`config.mk`:
```
export PLATFORM = sky130hd
export DESIGN_NAME = blob_row_buffer
export DESIGN_NICKNAME = d
export VERILOG_FILES = /design/src/logic/blob_pkg.sv /design/src/logic/blob_row_buffer.sv
export SDC_FILE = /design/constraint.sdc
export NUM_CORES = 1
export LEC_CHECK = 0
export CORE_MARGIN = 1.5
export CORE_UTILIZATION = 56
export CTS_BUF_LIST = sky130_fd_sc_hd__clkbuf_4 sky130_fd_sc_hd__clkbuf_8
export DETAILED_ROUTE_END_ITERATION = 8
export DONT_BUFFER_PORTS = 1
export HOLD_SLACK_MARGIN = 0.08
export PLACE_DENSITY = 0.76
export SLEW_MARGIN = 25
export SYNTH_ARGS = -nofsm -noshare
export SYNTH_HDL_FRONTEND = slang
export SYNTH_SLANG_ARGS = --single-unit
```
`constraint.sdc`:
```
create_clock -name i_clk -period 3.95 [get_ports i_clk]
set_clock_uncertainty 0.2 [all_clocks]
set_input_delay 0.1975 -clock i_clk [delete_from_list [all_inputs] [get_ports i_clk]]
set_output_delay 0.1975 -clock i_clk [all_outputs]
set_load 0.01 [all_outputs]
```
`src/logic/blob_pkg.sv`:
```
package blob_pkg;

    // label and area widths
    localparam int LABEL_W = 8;   // 256 labels, 0 is background
    localparam int AREA_W  = 16;

    localparam int NUM_LABELS = 1 << LABEL_W;

    typedef logic [LABEL_W-1:0] label_t;
    typedef logic [AREA_W-1:0]  area_t;

    // operations from labeler to label table
    typedef enum logic [1:0] {
        OP_ADD,     // one more pixel for label_a
        OP_NEW,     // fresh label, area one
        OP_UNION,   // pixel for label_a, join sets a and b
        OP_END      // frame done
    } table_op_e;

    typedef enum logic [2:0] {
        T_PROC,
        T_FIND_A,
        T_FIND_B,
        T_MERGE,
        T_HOLD,
        T_CLEAR
    } table_state_e;

    typedef enum logic [1:0] {
        F_IDLE,
        F_MAX,
        F_COUNT,
        F_OUT
    } filter_state_e;

endpackage
```
`src/logic/blob_row_buffer.sv`:
```
`timescale 1ns/1ps

module blob_row_buffer #(
    parameter int IMG_COL = 16
) (
    input  logic             i_clk,
    input  logic             i_rst,
    input  logic             i_shift,
    input  blob_pkg::label_t i_label,
    input  logic             i_clear,
    output blob_pkg::label_t o_up,
    output blob_pkg::label_t o_left
);
    import blob_pkg::*;

    // row_q[0] is the newest label, row_q[IMG_COL-1] the one a row back
    label_t row_q [IMG_COL];

    always_ff @(posedge i_clk or posedge i_rst) begin
        if (i_rst) begin
            for (int i = 0; i < IMG_COL; i++) begin
                row_q[i] <= '0;
            end
        end else if (i_clear) begin
            // next frame starts with background above
            for (int i = 0; i < IMG_COL; i++) begin
                row_q[i] <= '0;
            end
        end else if (i_shift) begin
            row_q[0] <= i_label;
            for (int i = 1; i < IMG_COL; i++) begin
                row_q[i] <= row_q[i-1];
            end
        end
    end

    assign o_left = row_q[0];
    assign o_up   = row_q[IMG_COL-1];

endmodule

```
==> flow_metrics.env <==
export IMPL_ant_nets=0
export IMPL_synth_seq_cells=128
export IMPL_reg2reg_depth=4
export IMPL_netlist_instances=429
export IMPL_grt_max_degree=129
export IMPL_slew_headroom_pct=41.3
export IMPL_drcViolationCount=0
export IMPL_arrival_ns=2.27
export IMPL_tns_ns=0
export IMPL_wl_per_cell_um=13.9
export IMPL_dp_slack_ns=2.50
export IMPL_grt_usage_pct=18.8
export IMPL_slew_viol_final=0
export IMPL_yosysSeqAreaShare_pct=59.1
export IMPL_drt_first_iter_violations=128
export IMPL_maxCapViolCount=0
export IMPL_hold_class="in -> reg"
export IMPL_die_w_um=101
export IMPL_die_h_um=101
export IMPL_area_growth_pct=17.6
export IMPL_multi_input_area_um2=1760
export IMPL_crit_top_cell="dlygate4sd3_1"
export IMPL_crit_slowest_cell="dlygate4sd3_1"
export IMPL_cts_tree="yes"
export IMPL_ctsHoldBuffers=76
export IMPL_cts_setup_buffers=0
export IMPL_synth_area_um2=5420
export IMPL_ir_drop_mv=0.193
export IMPL_synth_top_area_share_pct=59.1
export IMPL_portBuffers=0
export IMPL_grt_ovfl_total=0
export IMPL_grt_pass1_vias=3120
export IMPL_setup_slack_ns=1.78
export IMPL_antenna_cells=0
export IMPL_setup_violations=0
export IMPL_yosysUniqueCellTypes=9
export IMPL_fmax_ghz=0.462
export IMPL_num_vias=3141
export IMPL_critPathMaxStageDelay_ns=0.61
export IMPL_dpl_hpwl_um=4030
export IMPL_p_per_area_nw_per_um2=413
export IMPL_synth_top_area_cell="dfrtp_1"
export IMPL_path_clk_slew_ns=0.08
export IMPL_tightest_slew_ns=0.881
export IMPL_layout_min_cycle_time_ns=2.17
export IMPL_synth_area_per_cell_um2=12.6
export IMPL_place_congestion=0.687
export IMPL_drt_total_wl_um=8660
export IMPL_final_layout_size_suffix_gt1_share_pct=7.47
export IMPL_cp_start_kind="flop"
export IMPL_antenna_found_initial=0
export IMPL_p_leak_uw=0.00327
export IMPL_num_rows=35
export IMPL_period_share_pct=54.8
export IMPL_yosys_warnings=0
export IMPL_seqCellArea_um2=3200
export IMPL_end_kind="flop"
export IMPL_critPathMaxFanout=3
export IMPL_cts_resized=0
export IMPL_numClockSinks=128
export IMPL_syn_nets=441
export IMPL_cts_htree_levels=4
export IMPL_critical_path_class="reg -> reg"
export IMPL_synthTopCellsByArea="dfrtp_1 (59%), mux2i_1 (24%), nor2_1 (8.9%)"
export IMPL_fin_nets=494
export IMPL_outcome="complete, no violations"
export IMPL_initial_core_util_pct=58.1
export IMPL_numCtsBuffers=17
export IMPL_grt_setup_unrepaired="false"
export IMPL_path_cells="mux2i_1 > dlygate4sd3_1 > nor2_1 > dlygate4sd3_1"
export IMPL_grt_first_pass_wirelength_um=14800
export IMPL_clkLatencyLatePin_ns=0.43
export IMPL_first_pass_iters=4
export IMPL_holdPathStages=3
export IMPL_root_buffer="clkbuf_8"
export IMPL_die_area_um2=10300
export IMPL_hold_viol_final=0
export IMPL_core_area_um2=9330
export IMPL_vias_per_cell=5.03
export IMPL_ios=28
export IMPL_cp_required_ns=4.06
export IMPL_clock_path_buffers=2
export IMPL_fillers=667
[cell usage after synthesis]
library cell	instances
buf_12	13
dfrtp_1	128
nor2_1	128
clkbuf_1	11
buf_4	16
buf_2	3
inv_1	1
buf_6	1
mux2i_1	128
[through the flow]
stage	area, µm²	util, %	hold slack, ns	instances	total power (µW)
6_report	6370	68.3	0.153	624	2630
2_1_floorplan	5420	-	0.154	429	1490
5_1_grt	6370	68.3	0.179	624	2730
3_3_place_gp	5150	55.2	0.0739	516	1420
3_5_place_dp	5150	55.2	0.0765	516	1420
4_1_cts	6370	68.3	0.162	624	2650
[state kept, by name, summed over array words and instances, names as in the netlist]
name / flops
o_left: 8
row_q: 112
o_up: 8
[worst max-delay path: cells and delay by family (launching register included)]
kind	cells	cell delay, ns
buffers and inverters	2	1.19
DFF	1	0.45
muxes	1	0.16
and+or+nand+nor	1	0.04
[logic make-up (layout without fill, tap and decap cells)]
group,count (synthesis),count (layout),synth area share (%)
buffers and inverters,45,111,8.34
DFF,128,128,59.1
muxes,128,128,23.7
and+or+nand+nor,128,128,8.87
[where the power goes]
part           total, µW  switching, µW  internal [µW]
sequential          1330           9.97           1320
combinational        134           77.7           55.9
clock               1170            499            667
total               2630            587           2040
[final timing paths]
path | slack (ns) | startpoint | end
min reg2reg | 0.32 | row_q[38]$_DFFE_PP0P_ | row_q[38]$_DFFE_PP0P_
min in group asynchronous | 0.26 | i_rst | row_q[119]$_DFFE_PP0P_
max | 1.78 | o_left[3]$_DFFE_PP0P_ | o_left[3]$_DFFE_PP0P_
max in group asynchronous | 2.39 | i_rst | row_q[32]$_DFFE_PP0P_
max reg2reg | 1.78 | o_left[3]$_DFFE_PP0P_ | o_left[3]$_DFFE_PP0P_
min | 0.15 | i_shift | row_q[37]$_DFFE_PP0P_
[layer usage]
metal | global-route usage (%) | share of wire [%] | wire length (µm)
met1 | 24.3 | 48 | 4130
met5 | 0 | 0 | 0
met4 | 8.12 | 1.4 | 117
met2 | 29.3 | 48 | 4170
met3 | 6.00 | 2.7 | 231
[layout by cell type, fill, tap and decap left out, drive strengths merged]
master / synthesis / final
clkbuf: 11 / 20
clkinvlp: 0 / 5
mux2i: 128 / 128
nor2: 128 / 128
buf: 33 / 4
dfrtp: 128 / 128
clkinv: 0 / 3
bufinv: 0 / 3
dlygate4sd3: 0 / 74
inv: 1 / 2
[cell type report]
type                            count  area share (%)
Tap cell                          129            2.53
Sequential cell                   128            50.3
Clock inverter                     12            2.49
Multi-Input combinational cell    256            27.7
Inverter                            1          0.0982
Timing Repair Buffer               78            12.7
Clock buffer                       20            4.22
Power figures use the tool's default switching activity.
