## src/logic/blob_pkg.sv

```systemverilog
package blob_pkg;

    // label and area widths
    localparam int LABEL_W = 8;   // 256 labels, 0 is background
    localparam int AREA_W  = 16;

    localparam int NUM_LABELS = 1 << LABEL_W;

    typedef logic [LABEL_W-1:0] label_t;
    typedef logic [AREA_W-1:0]  area_t;

    // operations from labeler to label table
    typedef enum logic [1:0] {
        OP_ADD,     // one more pixel for label_a
        OP_NEW,     // fresh label, area one
        OP_UNION,   // pixel for label_a, join sets a and b
        OP_END      // frame done
    } table_op_e;

    typedef enum logic [2:0] {
        T_PROC,
        T_FIND_A,
        T_FIND_B,
        T_MERGE,
        T_HOLD,
        T_CLEAR
    } table_state_e;

    typedef enum logic [1:0] {
        F_IDLE,
        F_MAX,
        F_COUNT,
        F_OUT
    } filter_state_e;

endpackage
```

## src/logic/blob_scan_if.sv

```systemverilog
`timescale 1ns/1ps

interface blob_scan_if;
    import blob_pkg::*;

    logic   frame_done;   // table has merged, results readable
    logic   start;        // filter takes the frame
    label_t addr;
    area_t  area;
    logic   is_root;
    logic   release_req;  // result taken, table may clear

    modport filter_mp (
        input  frame_done,
        output start,
        output addr,
        input  area,
        input  is_root,
        output release_req
    );

    modport table_mp (
        output frame_done,
        input  start,
        input  addr,
        output area,
        output is_root,
        input  release_req
    );

endinterface

```

## src/logic/blob_size_filter.sv

```systemverilog
`timescale 1ns/1ps

module blob_size_filter (
    input  logic            i_clk,
    input  logic            i_rst,
    blob_scan_if.filter_mp  scan_if,
    output logic            o_count_valid,
    output logic [7:0]      o_count,
    input  logic            i_count_ready
);
    import blob_pkg::*;

    filter_state_e state_q;
    label_t        addr_q;
    area_t         max_q;
    area_t         thresh;
    logic [7:0]    count_q;
    logic          release_q;

    assign thresh = max_q >> 3;  // one eighth of the largest blob

    assign scan_if.start       = (state_q == F_IDLE) && scan_if.frame_done;
    assign scan_if.addr        = addr_q;
    assign scan_if.release_req = release_q;

    assign o_count_valid = (state_q == F_OUT);
    assign o_count       = count_q;

    always_ff @(posedge i_clk or posedge i_rst) begin
        if (i_rst) begin
            state_q   <= F_IDLE;
            addr_q    <= '0;
            max_q     <= '0;
            count_q   <= '0;
            release_q <= 1'b0;
        end else begin
            release_q <= 1'b0;
            case (state_q)
                F_IDLE: begin
                    if (scan_if.start) begin
                        addr_q  <= '0;
                        max_q   <= '0;
                        state_q <= F_MAX;
                    end
                end
                F_MAX: begin
                    if (scan_if.is_root && scan_if.area > max_q) begin
                        max_q <= scan_if.area;
                    end
                    addr_q <= addr_q + 1'b1;
                    if (addr_q == '1) begin
                        count_q <= '0;
                        state_q <= F_COUNT;
                    end
                end
                F_COUNT: begin
                    if (scan_if.is_root && scan_if.area > thresh) begin
                        count_q <= count_q + 1'b1;
                    end
                    addr_q <= addr_q + 1'b1;
                    if (addr_q == '1) begin
                        state_q <= F_OUT;
                    end
                end
                default: begin  // F_OUT
                    if (i_count_ready) begin
                        release_q <= 1'b1;  // lets the table clear
                        state_q   <= F_IDLE;
                    end
                end
            endcase
        end
    end

endmodule

```

## src/flat_wrapper.sv

```systemverilog
// flat-port wrapper written by rule: the top's interface ports become plain ports
module blob_size_filter_flat import blob_pkg::*;
  (i_clk, i_rst, o_count_valid, o_count, i_count_ready, scan_if_frame_done, scan_if_start, scan_if_addr, scan_if_area, scan_if_is_root, scan_if_release_req);
  blob_scan_if scan_if_i ();
  input  logic i_clk;
  input  logic i_rst;
  output logic o_count_valid;
  output logic [7:0] o_count;
  input  logic i_count_ready;
  input wire logic [$bits(scan_if_i.frame_done)-1:0] scan_if_frame_done;
  output wire logic [$bits(scan_if_i.start)-1:0] scan_if_start;
  output wire logic [$bits(scan_if_i.addr)-1:0] scan_if_addr;
  input wire logic [$bits(scan_if_i.area)-1:0] scan_if_area;
  input wire logic [$bits(scan_if_i.is_root)-1:0] scan_if_is_root;
  output wire logic [$bits(scan_if_i.release_req)-1:0] scan_if_release_req;
  assign scan_if_i.frame_done = scan_if_frame_done;
  assign scan_if_start = scan_if_i.start;
  assign scan_if_addr = scan_if_i.addr;
  assign scan_if_i.area = scan_if_area;
  assign scan_if_i.is_root = scan_if_is_root;
  assign scan_if_release_req = scan_if_i.release_req;
  blob_size_filter u_core (.i_clk(i_clk), .i_rst(i_rst), .scan_if(scan_if_i), .o_count_valid(o_count_valid), .o_count(o_count), .i_count_ready(i_count_ready));
endmodule
```

## config.mk

```make
export PLATFORM = sky130hd
export DESIGN_NAME = blob_size_filter_flat
export DESIGN_NICKNAME = d
export VERILOG_FILES = /design/src/logic/blob_pkg.sv /design/src/logic/blob_scan_if.sv /design/src/logic/blob_size_filter.sv /design/src/flat_wrapper.sv
export SDC_FILE = /design/constraint.sdc
export NUM_CORES = 1
export LEC_CHECK = 0
export BUFFER_PORTS_ARGS = -buffer_cell sky130_fd_sc_hd__buf_2
export CAP_MARGIN = 20
export CORE_ASPECT_RATIO = 1.4
export CORE_MARGIN = 2
export CORE_UTILIZATION = 57
export DETAILED_ROUTE_END_ITERATION = 8
export HOLD_SLACK_MARGIN = 0.12
export PLACE_DENSITY_LB_ADDON = 0.05
export SETUP_SLACK_MARGIN = 0.02
export SLEW_MARGIN = 10
export SYNTH_ARGS = -nofsm -noshare
export SYNTH_HDL_FRONTEND = slang
export SYNTH_SLANG_ARGS = --single-unit
```

## constraint.sdc

```tcl
create_clock -name i_clk -period 3.2 [get_ports i_clk]
set_input_delay 0.64 -clock i_clk [delete_from_list [all_inputs] [get_ports i_clk]]
set_output_delay 0.64 -clock i_clk [all_outputs]
set_load 0.005 [all_outputs]
```

==> summary.txt <==
Seq/Total Area, Yosys = 36.1%
setup violators final = 0
LEAKAGE = 1.34 nW
post-DP HPWL = 4.03 mm
drt first-iter violations = 107
number of synthesized register bits = 35
CP max-delay cell = nor4b_4
Num CTS Buffers = 5
r2r setup slk = 0.41 ns
r2r startpoint = u_core.max_q[15]
Die ar. = 4800 um2
largest net degree at the start of global routing = 36
1st-pass router iterations = 4
share of layout cells above drive strength 1 = 22.7%
Crit Path Category = input port to flop
final worst path period share = 88.9%
Max Clk Rate = 352 MHz
CTS tree = done
grt total ovfl = 0
pwr/cell area = 716 nW/um2
first-pass GRT wire length = 8.63 mm
CP endpoint kind = flop
RSZ-0062 raised after global routing = false
RR Endpoint = u_core.max_q[0]
Ports = 40
top cells by area, synth = dfrtp_1 (36%), ha_1 (19%), o21ai_0 (3.7%)
GR Util All Layers = 23.4%
clk_lat worst skew = 0.29 ns
Worst EP required = 3.42 ns
diode count = 0
Worst setup endpoint = u_core.max_q[0]
WHS = 0.440 ns
Setup Buffers After CTS = 0
Startpoint Class = input port
Hold Path Class = input port to async pin
critical path arrival = 3.06 ns
share of the synthesized area in the top cell type = 36.1%
cts hold-fix bufs = 0
mux share of post-synthesis cell area = 0.929%
R2R depth = 8
Worst Tran Pin Value = 0.889 ns
antenna violations before repair = 0
Rows = 28
endpoints failing hold = 0
largest family of logic cells by synthesized area = compound AO/OA/AOI/OAI gates
mapped cell area = 2420 um2
initial core utilization = 58.2%
xor/xnor cell area share of the yosys netlist = 0%
cells along the critical path = buf_2, ha_1, nand4_2, or4_4, a21oi_2, a2111oi_0, nor4b_4, a22o_1
slowest stage delay, CP = 0.78 ns
syn_area_per_cell = 9.66 um2
Period minus WS final = 2.84 ns
Post-synth ARST share = 100%
Root Buffer = clkbuf_8
commonest cells in the netlist = ha_1 (36), dfrtp_1 (35), inv_1 (22), nand2_1 (22), o21ai_0 (18)
critical path peak fanout = 16
Port Buf Inserts = 39
Cell variety after synth = 44
Mapped Cells = 251
vias in the first global route = 1,878
post-synth top area cell = dfrtp_1
Bufs on Longest Clock Path = 2
Max-slew headroom = 40.5%
max-cap violations = 0
Die Span X = 59.1 um
Main synth FF type = dfrtp_1
crit path launch = scan_if_area[15]
core area = 4170 um2
most common cell in the netlist = ha_1
syn_nets = 308
Final ANT Viol Nets = 0
post-synthesis adder-cell area fraction = 18.6%
fin. max-slew vios = 0
Final TNS setup = 0 ns
synth warn = 0
routability cong. = 0.855
Synth Area in Simple Gates = 17.5%
via count = 2,044
clk sinks = 35
final worst clock skew = 0.00896 ns
htree depth = 2
Nets = 351
WL/cell = 15.4 um
number of synthesized flops with an enable pin = 0
DR vias/cell = 6.01
Clock Pin Slew Worst Setup and Hold Paths = 0.08 ns
# resized after CTS = 0
worst ir drop on vdd = 0.474 mV
post-synthesis compound-gate area fraction = 21.8%
status = finished clean
DRC = 0
final wirelength = 5.23 mm
Die Y = 81.2 um
P&R area growth vs syn = 13.8%
[flip-flops by register name, indices dropped and copies added (netlist names)]
signal / cells
u_core.o_count: 8
u_core.scan_if.addr: 8
u_core.scan_if.release_req: 1
u_core.state_q: 2
u_core.max_q: 16
[worst max-delay path, delay by kind of cell]
kind | cells | cell delay (ns)
fa+ha+maj | 1 | 0.32
simple gates | 3 | 1.48
buf+inv | 1 | 0.12
compound gates | 3 | 0.50
[worst min-delay path by stage]
stage	endpoint	slack [ns]	start	cells past startpoint
after global placement	u_core.max_q[8]	0.49	u_core.max_q[8]	1
after global routing	u_core.max_q[8]	0.50	i_rst	3
after floorplan	u_core.max_q[1]	0.47	u_core.max_q[1]	1
after detailed placement	u_core.max_q[15]	0.49	u_core.max_q[15]	1
after CTS	u_core.state_q[0]	0.45	i_rst	3
final	u_core.max_q[8]	0.44	i_rst	3
[logic make-up (layout without fill, tap and decap cells)]
logic type / count (synthesis) / after routing
buf+inv: 28 / 72
mux: 2 / 2
flops: 35 / 35
compound gates: 74 / 74
fa+ha+maj: 36 / 36
simple gates: 76 / 76
[power by group]
part           switching [W]  internal, W  total [W]  leakage (nW)
clock network       0.000158     0.000197   0.000355        0.0515
logic               0.000585     0.000393   0.000978         0.812
registers          0.0000906     0.000553   0.000644         0.478
total               0.000834      0.00114    0.00198          1.34
[metal layers]
layer / vias to the layer above / GRT usage (%) / share of wire, %
met5: - / 0 / 0
li1: 1011 / - / -
met3: 2 / 3.82 / 3.3
met2: 40 / 39.9 / 52
met1: 991 / 29.8 / 44
met4: 0 / 7.73 / 0.59
[area by class of cell]
type / count / area (um2)
well taps: 45 / 56.3
clock buffers: 8 / 100
inverters: 22 / 82.6
multi-input cells: 188 / 1430
repair buffers: 42 / 218
flip-flops and latches: 35 / 876
fillers: 360 / 1410
[stage by stage]
stage | cell area [um2] | setup WS (ns) | util [%] | power, W | cells
2_1_floorplan | 2420 | 0.553 | - | 0.00138 | 251
3_3_place_gp | 2660 | 0.124 | 63.8 | 0.00160 | 332
3_5_place_dp | 2660 | 0.0716 | 63.8 | 0.00163 | 332
4_1_cts | 2760 | 0.368 | 66.2 | 0.00199 | 340
5_1_grt | 2760 | 0.224 | 66.2 | 0.00216 | 340
6_report | 2760 | 0.356 | 66.2 | 0.00198 | 340
[placed cells by master, fill, tap and decap left out, types with 9 or more instances in the layout]
master,n
dfrtp_1,35
o21ai_0,18
inv_1,22
nand3_1,11
buf_2,39
a22o_1,10
nor2_1,9
a21oi_1,14
ha_1,36
nand2_1,22
Note: power is estimated with default switching activity, not from simulation.
