[config.mk]
export PLATFORM = sky130hd
export DESIGN_NAME = blob_labeler_flat
export DESIGN_NICKNAME = d
export VERILOG_FILES = /design/src/logic/blob_pkg.sv /design/src/logic/blob_table_if.sv /design/src/logic/blob_labeler.sv /design/src/flat_wrapper.sv
export SDC_FILE = /design/constraint.sdc
export NUM_CORES = 1
export LEC_CHECK = 0
export ABC_AREA = 1
export BUFFER_PORTS_ARGS = -buffer_cell sky130_fd_sc_hd__buf_4
export CAP_MARGIN = 20
export CORE_UTILIZATION = 44
export DETAILED_ROUTE_END_ITERATION = 16
export GPL_TIMING_DRIVEN = 0
export MAX_ROUTING_LAYER = met4
export PLACE_DENSITY = 0.8
export REMOVE_ABC_BUFFERS = 1
export SLEW_MARGIN = 10
export SYNTH_ARGS = -nofsm -noshare
export SYNTH_HDL_FRONTEND = slang
export SYNTH_SLANG_ARGS = --single-unit
[constraint.sdc]
create_clock -name i_clk -period 1.95 [get_ports i_clk]
set_clock_uncertainty 0.1 [all_clocks]
set_input_delay 0.0975 -clock i_clk [delete_from_list [all_inputs] [get_ports i_clk]]
set_output_delay 0.0975 -clock i_clk [all_outputs]
set_load 0.03 [all_outputs]
[src/logic/blob_pkg.sv]
package blob_pkg;

    // label and area widths
    localparam int LABEL_W = 8;   // 256 labels, 0 is background
    localparam int AREA_W  = 16;

    localparam int NUM_LABELS = 1 << LABEL_W;

    typedef logic [LABEL_W-1:0] label_t;
    typedef logic [AREA_W-1:0]  area_t;

    // operations from labeler to label table
    typedef enum logic [1:0] {
        OP_ADD,     // one more pixel for label_a
        OP_NEW,     // fresh label, area one
        OP_UNION,   // pixel for label_a, join sets a and b
        OP_END      // frame done
    } table_op_e;

    typedef enum logic [2:0] {
        T_PROC,
        T_FIND_A,
        T_FIND_B,
        T_MERGE,
        T_HOLD,
        T_CLEAR
    } table_state_e;

    typedef enum logic [1:0] {
        F_IDLE,
        F_MAX,
        F_COUNT,
        F_OUT
    } filter_state_e;

endpackage
[src/logic/blob_table_if.sv]
`timescale 1ns/1ps

interface blob_table_if;
    import blob_pkg::*;

    logic      op_valid;
    table_op_e op;
    label_t    label_a;
    label_t    label_b;
    logic      op_ready;
    label_t    next_label;  // what OP_NEW would hand out now

    modport labeler_mp (
        output op_valid,
        output op,
        output label_a,
        output label_b,
        input  op_ready,
        input  next_label
    );

    modport table_mp (
        input  op_valid,
        input  op,
        input  label_a,
        input  label_b,
        output op_ready,
        output next_label
    );

endinterface

[src/logic/blob_labeler.sv]
`timescale 1ns/1ps

module blob_labeler #(
    parameter int IMG_COL = 16,
    parameter int IMG_ROW = 12
) (
    input  logic             i_clk,
    input  logic             i_rst,
    input  logic             i_pixel_valid,
    input  logic             i_pixel,
    output logic             o_pixel_ready,
    blob_table_if.labeler_mp table_if,
    output logic             o_shift,
    output blob_pkg::label_t o_label,
    output logic             o_clear,
    input  blob_pkg::label_t i_up,
    input  blob_pkg::label_t i_left
);
    import blob_pkg::*;

    localparam int COL_W = (IMG_COL > 1) ? $clog2(IMG_COL) : 1;
    localparam int ROW_W = (IMG_ROW > 1) ? $clog2(IMG_ROW) : 1;

    logic [COL_W-1:0] col_q;
    logic [ROW_W-1:0] row_q;
    logic             end_pend_q;  // OP_END still to be sent
    logic             accept;
    logic             last_pixel;
    label_t           left;

    // no left neighbor at column 0
    assign left = (col_q == '0) ? '0 : i_left;

    assign last_pixel = (col_q == COL_W'(IMG_COL - 1)) && (row_q == ROW_W'(IMG_ROW - 1));

    assign o_pixel_ready = table_if.op_ready && !end_pend_q;
    assign accept        = i_pixel_valid && o_pixel_ready;
    assign o_shift       = accept;
    assign o_clear       = end_pend_q && table_if.op_ready;  // OP_END taken

    // neighbor decision
    always_comb begin
        table_if.op_valid = 1'b0;
        table_if.op       = OP_ADD;
        table_if.label_a  = '0;
        table_if.label_b  = '0;
        o_label           = '0;
        if (end_pend_q) begin
            table_if.op_valid = 1'b1;
            table_if.op       = OP_END;
        end else if (i_pixel_valid && i_pixel) begin
            table_if.op_valid = 1'b1;
            if (left == '0 && i_up == '0) begin
                table_if.op      = OP_NEW;
                table_if.label_a = table_if.next_label;
                o_label          = table_if.next_label;
            end else if (left == '0) begin
                table_if.label_a = i_up;
                o_label          = i_up;
            end else if (i_up == '0 || i_up == left) begin
                table_if.label_a = left;
                o_label          = left;
            end else begin
                // two labels meet, pixel keeps the left one
                table_if.op      = OP_UNION;
                table_if.label_a = left;
                table_if.label_b = i_up;
                o_label          = left;
            end
        end
    end

    always_ff @(posedge i_clk or posedge i_rst) begin
        if (i_rst) begin
            col_q      <= '0;
            row_q      <= '0;
            end_pend_q <= 1'b0;
        end else begin
            if (accept) begin
                if (col_q == COL_W'(IMG_COL - 1)) begin
                    col_q <= '0;
                    row_q <= last_pixel ? '0 : row_q + 1'b1;
                end else begin
                    col_q <= col_q + 1'b1;
                end
            end
            if (accept && last_pixel) begin
                end_pend_q <= 1'b1;
            end else if (o_clear) begin
                end_pend_q <= 1'b0;
            end
        end
    end

endmodule

[src/flat_wrapper.sv]
// flat-port wrapper written by rule: the top's interface ports become plain ports
module blob_labeler_flat import blob_pkg::*;
#(
    parameter int IMG_COL = 16,
    parameter int IMG_ROW = 12
)
  (i_clk, i_rst, i_pixel_valid, i_pixel, o_pixel_ready, o_shift, o_label, o_clear, i_up, i_left, table_if_op_valid, table_if_op, table_if_label_a, table_if_label_b, table_if_op_ready, table_if_next_label);
  blob_table_if table_if_i ();
  input  logic i_clk;
  input  logic i_rst;
  input  logic i_pixel_valid;
  input  logic i_pixel;
  output logic o_pixel_ready;
  output logic o_shift;
  output blob_pkg::label_t o_label;
  output logic o_clear;
  input  blob_pkg::label_t i_up;
  input  blob_pkg::label_t i_left;
  output wire logic [$bits(table_if_i.op_valid)-1:0] table_if_op_valid;
  output wire logic [$bits(table_if_i.op)-1:0] table_if_op;
  output wire logic [$bits(table_if_i.label_a)-1:0] table_if_label_a;
  output wire logic [$bits(table_if_i.label_b)-1:0] table_if_label_b;
  input wire logic [$bits(table_if_i.op_ready)-1:0] table_if_op_ready;
  input wire logic [$bits(table_if_i.next_label)-1:0] table_if_next_label;
  assign table_if_op_valid = table_if_i.op_valid;
  assign table_if_op = table_if_i.op;
  assign table_if_label_a = table_if_i.label_a;
  assign table_if_label_b = table_if_i.label_b;
  assign table_if_i.op_ready = table_if_op_ready;
  assign table_if_i.next_label = table_if_next_label;
  blob_labeler #(.IMG_COL(IMG_COL), .IMG_ROW(IMG_ROW)) u_core (.i_clk(i_clk), .i_rst(i_rst), .i_pixel_valid(i_pixel_valid), .i_pixel(i_pixel), .o_pixel_ready(o_pixel_ready), .table_if(table_if_i), .o_shift(o_shift), .o_label(o_label), .o_clear(o_clear), .i_up(i_up), .i_left(i_left));
endmodule
==> flow_summary.json <==
{
  "htreeDepth": 1,
  "max_stage_delay_ns": 0.39,
  "io_pins": 59,
  "yosysWarnings": 0,
  "dieArea_mm2": 0.00263,
  "grt_pass1_vias": 1257,
  "nNetsFinal": 287,
  "power_density_mw_per_mm2": 705,
  "drt_iter0_markers": 28,
  "avgSynthCellArea_um2": 5.69,
  "worst_pin_slew_ns": 0.458,
  "ant_nets": 0,
  "clockRootBuffer": "clkbuf_4",
  "dpl_cell_area_mm2": 0.00146,
  "grt_max_degree": 11,
  "startpoint": "u_core.col_q[1]$_DFFE_PP0P_",
  "hold_viol": 0,
  "fill_cells": 170,
  "drtPass1Iterations": 4,
  "num_rows": 17,
  "port_buffers": 58,
  "path_clk_slew_ns": 0.06,
  "cap_violations": 0,
  "outcome": "finished, violations left",
  "vias": 1387,
  "overflow": 0,
  "internal_power_mw": 0.682,
  "cp-start-kind": "register",
  "synthCells": 188,
  "track_usage_pct": 27.5,
  "layout-drive-gt1-share_pct": 40.2,
  "r2r_slack_ns": 0.26,
  "critPathMostFrequentCell": "buf_6",
  "gp_congestion": 0.818,
  "tritoncts": "yes",
  "die_h_um": 51.3,
  "drv_slew": 0,
  "cp.arrival_ns": 2.02,
  "p_leak_nw": 0.982,
  "drc": 0,
  "switchingPower_mw": 0.584,
  "grt_pass1_wl_um": 5310,
  "via_per_inst": 4.92,
  "setup_viol": 26,
  "hold_class": "primary input to register",
  "timing.hold.ws_ns": 0.177,
  "syn_to_final_growth_pct": 67.8,
  "end_kind": "primary output",
  "rr_startpoint": "u_core.col_q[0]$_DFFE_PP0P_",
  "cp.required_ns": 1.75,
  "path_class": "register to primary output",
  "design_area_mm2": 0.00180,
  "seqPwrFrac_pct": 24.4,
  "cts_buffers": 3,
  "switching_share_pct": 46.1,
  "grt_setup_unrepaired": "true",
  "fin_tns_setup_ns": -5.62,
  "setup_ws_ns": -0.268,
  "period_share_pct": 114,
  "fin_crit_ns": 2.22,
  "violations": "setup timing",
  "reg2reg_depth": 8,
  "start_util_pct": 47.4,
  "antenna_found_initial": 0,
  "hp-start": "i_pixel_valid",
  "die_w_um": 51.3,
  "core_area_mm2": 0.00225,
  "critical_path.max_fanout": 9,
  "cp-endpoint": "o_label[4]",
  "p_comb_share_pct": 63.9,
  "critical-path-slowest-cell": "dfrtp_1",
  "ys_types": 22,
  "fmax_ghz": 0.451,
  "netlist_area_mm2": 0.00107,
  "r2r-end": "u_core.row_q[0]$_DFFE_PP0P_",
  "cts_buffer_depth": 2,
  "insertedDiodeCount": 0,
  "ys_seq_area_share_pct": 21.1,
  "crit_chain": "inv_2 > ha_4 > nand2_8 > nand2_4 > nand3_2 > nor2_4 > buf_6 > nand3_1 > a21oi_2 > buf_6",
  "wl_per_cell_um": 12.1,
  "hpwl_um": 2180,
  "max_slew_margin_pct": 69.4,
  "ys_ff_latch": 9,
  "irDropWorstVdd_v": 0.000704,
  "wirelength_um": 3410,
  "p_clk_share_pct": 11.7,
  "clk_latency_ns": 0.27,
  "cts_sinks": 9
}
==> per-stage QoR <==
stage               power [mW]  utilization [%]  worst slack [ns]  std cells
CTS                       1.21             77.3            -0.173        282
detailed placement       0.825             64.8            -0.407        264
finish                    1.27             79.6            -0.268        282
global route              1.36             79.6            -0.359        282
global placement         0.817             64.8            -0.405        264
floorplan                0.658                -            -0.590        178
==> cell type report <==
class                   count  area (um^2)  area share (%)
well taps                  28         35.0            1.95
multi-input cells         140          787            43.8
inverters                  30          113            6.27
clock buffers               4         26.3            1.46
repair buffers             71          609            33.9
flip-flops and latches      9          225            12.5
==> cell usage in the layout, fill, tap and decap left out, types with 4 or more instances in the layout <==
master	netlist	final
a21oi_1	16	8
a21oi_2	0	8
buf_4	9	50
buf_6	1	19
dfrtp_1	9	9
inv_1	30	28
nand2_1	64	58
nand3_1	21	20
nor2_1	14	12
nor2_2	3	4
==> state kept, by name, summed over array words and instances, names as in the netlist <==
signal,flops
u_core.col_q,4
u_core.end_pend_q,1
u_core.row_q,4
==> power by group through the flow <==
stage          clock network, mW  registers, mW  logic (mW)
2_1_floorplan                  0          0.289       0.369
3_3_place_gp                   0          0.298       0.519
3_5_place_dp                   0          0.300       0.525
4_1_cts                    0.152          0.306       0.748
5_1_grt                    0.161          0.316       0.888
6_report                   0.148          0.309       0.809
==> worst max-delay path: cells and delay by family, from the launching register on <==
| kind | cells | cell delay (ns) |
|---|---|---|
| and+or+nand+nor | 5 | 0.56 |
| DFF | 1 | 0.39 |
| buffers and inverters | 3 | 0.39 |
| AOI/OAI and AO/OA | 1 | 0.23 |
| adders and majority gates | 1 | 0.17 |
==> cell usage after synthesis <==
master	instances	area, um^2
nor4_1	2	12.5
ha_1	3	37.5
nand4_1	2	12.5
a21oi_1	16	80.1
inv_1	30	113
buf_4	9	67.6
nor2_4	1	11.3
nor3_1	2	10.0
buf_6	1	11.3
o21ai_1	1	5.00
nand2_1	64	240
xnor2_1	1	8.76
dfrtp_1	9	225
nand3_1	21	105
o21ai_0	4	20.0
nor2_1	14	52.6
xor2_1	1	8.76
nand3_2	1	10.0
nand2_2	1	6.26
nor2_2	3	18.8
o21bai_1	1	7.51
or2_1	1	6.26
==> logic make-up after synthesis <==
kind of cell / share of synthesized area, %
flip-flops: 21.1
AO/OA/AOI/OAI: 10.5
XOR/XNOR: 1.64
adder cells (fa/ha/maj): 3.51
AND/OR/NAND/NOR: 45.4
buffers and inverters: 17.9
==> what timing repair did <==
action                                 in CTS  in global routing
pin swaps                                  11                  2
gates resized for setup                    40                 12
hold buffers                                2                  0
cloned                                      2                  0
setup endpoints to repair                  26                 27
buffers inserted                           10                  0
endpoints found under the hold margin      10                  0
==> worst min path at each step <==
stage,cells past startpoint,to
6_report,5,u_core.row_q[1]$_DFFE_PP0P_
3_3_place_gp,2,u_core.row_q[2]$_DFFE_PP0P_
4_1_cts,5,u_core.row_q[1]$_DFFE_PP0P_
3_5_place_dp,2,u_core.row_q[2]$_DFFE_PP0P_
2_1_floorplan,1,u_core.col_q[0]$_DFFE_PP0P_
5_1_grt,5,u_core.row_q[1]$_DFFE_PP0P_
==> metal layers <==
metal  vias up  routed length (um)  share of wire, %  global-route usage, %
li1        723                   -                 -                      -
met1       602                1380                41                   29.9
met2        51                1750                51                   50.4
met3        11                 187               5.5                   2.68
met4         0                  87               2.6                   11.7
met5         -                   0                 0                      -
Power figures use the tool's default switching activity.
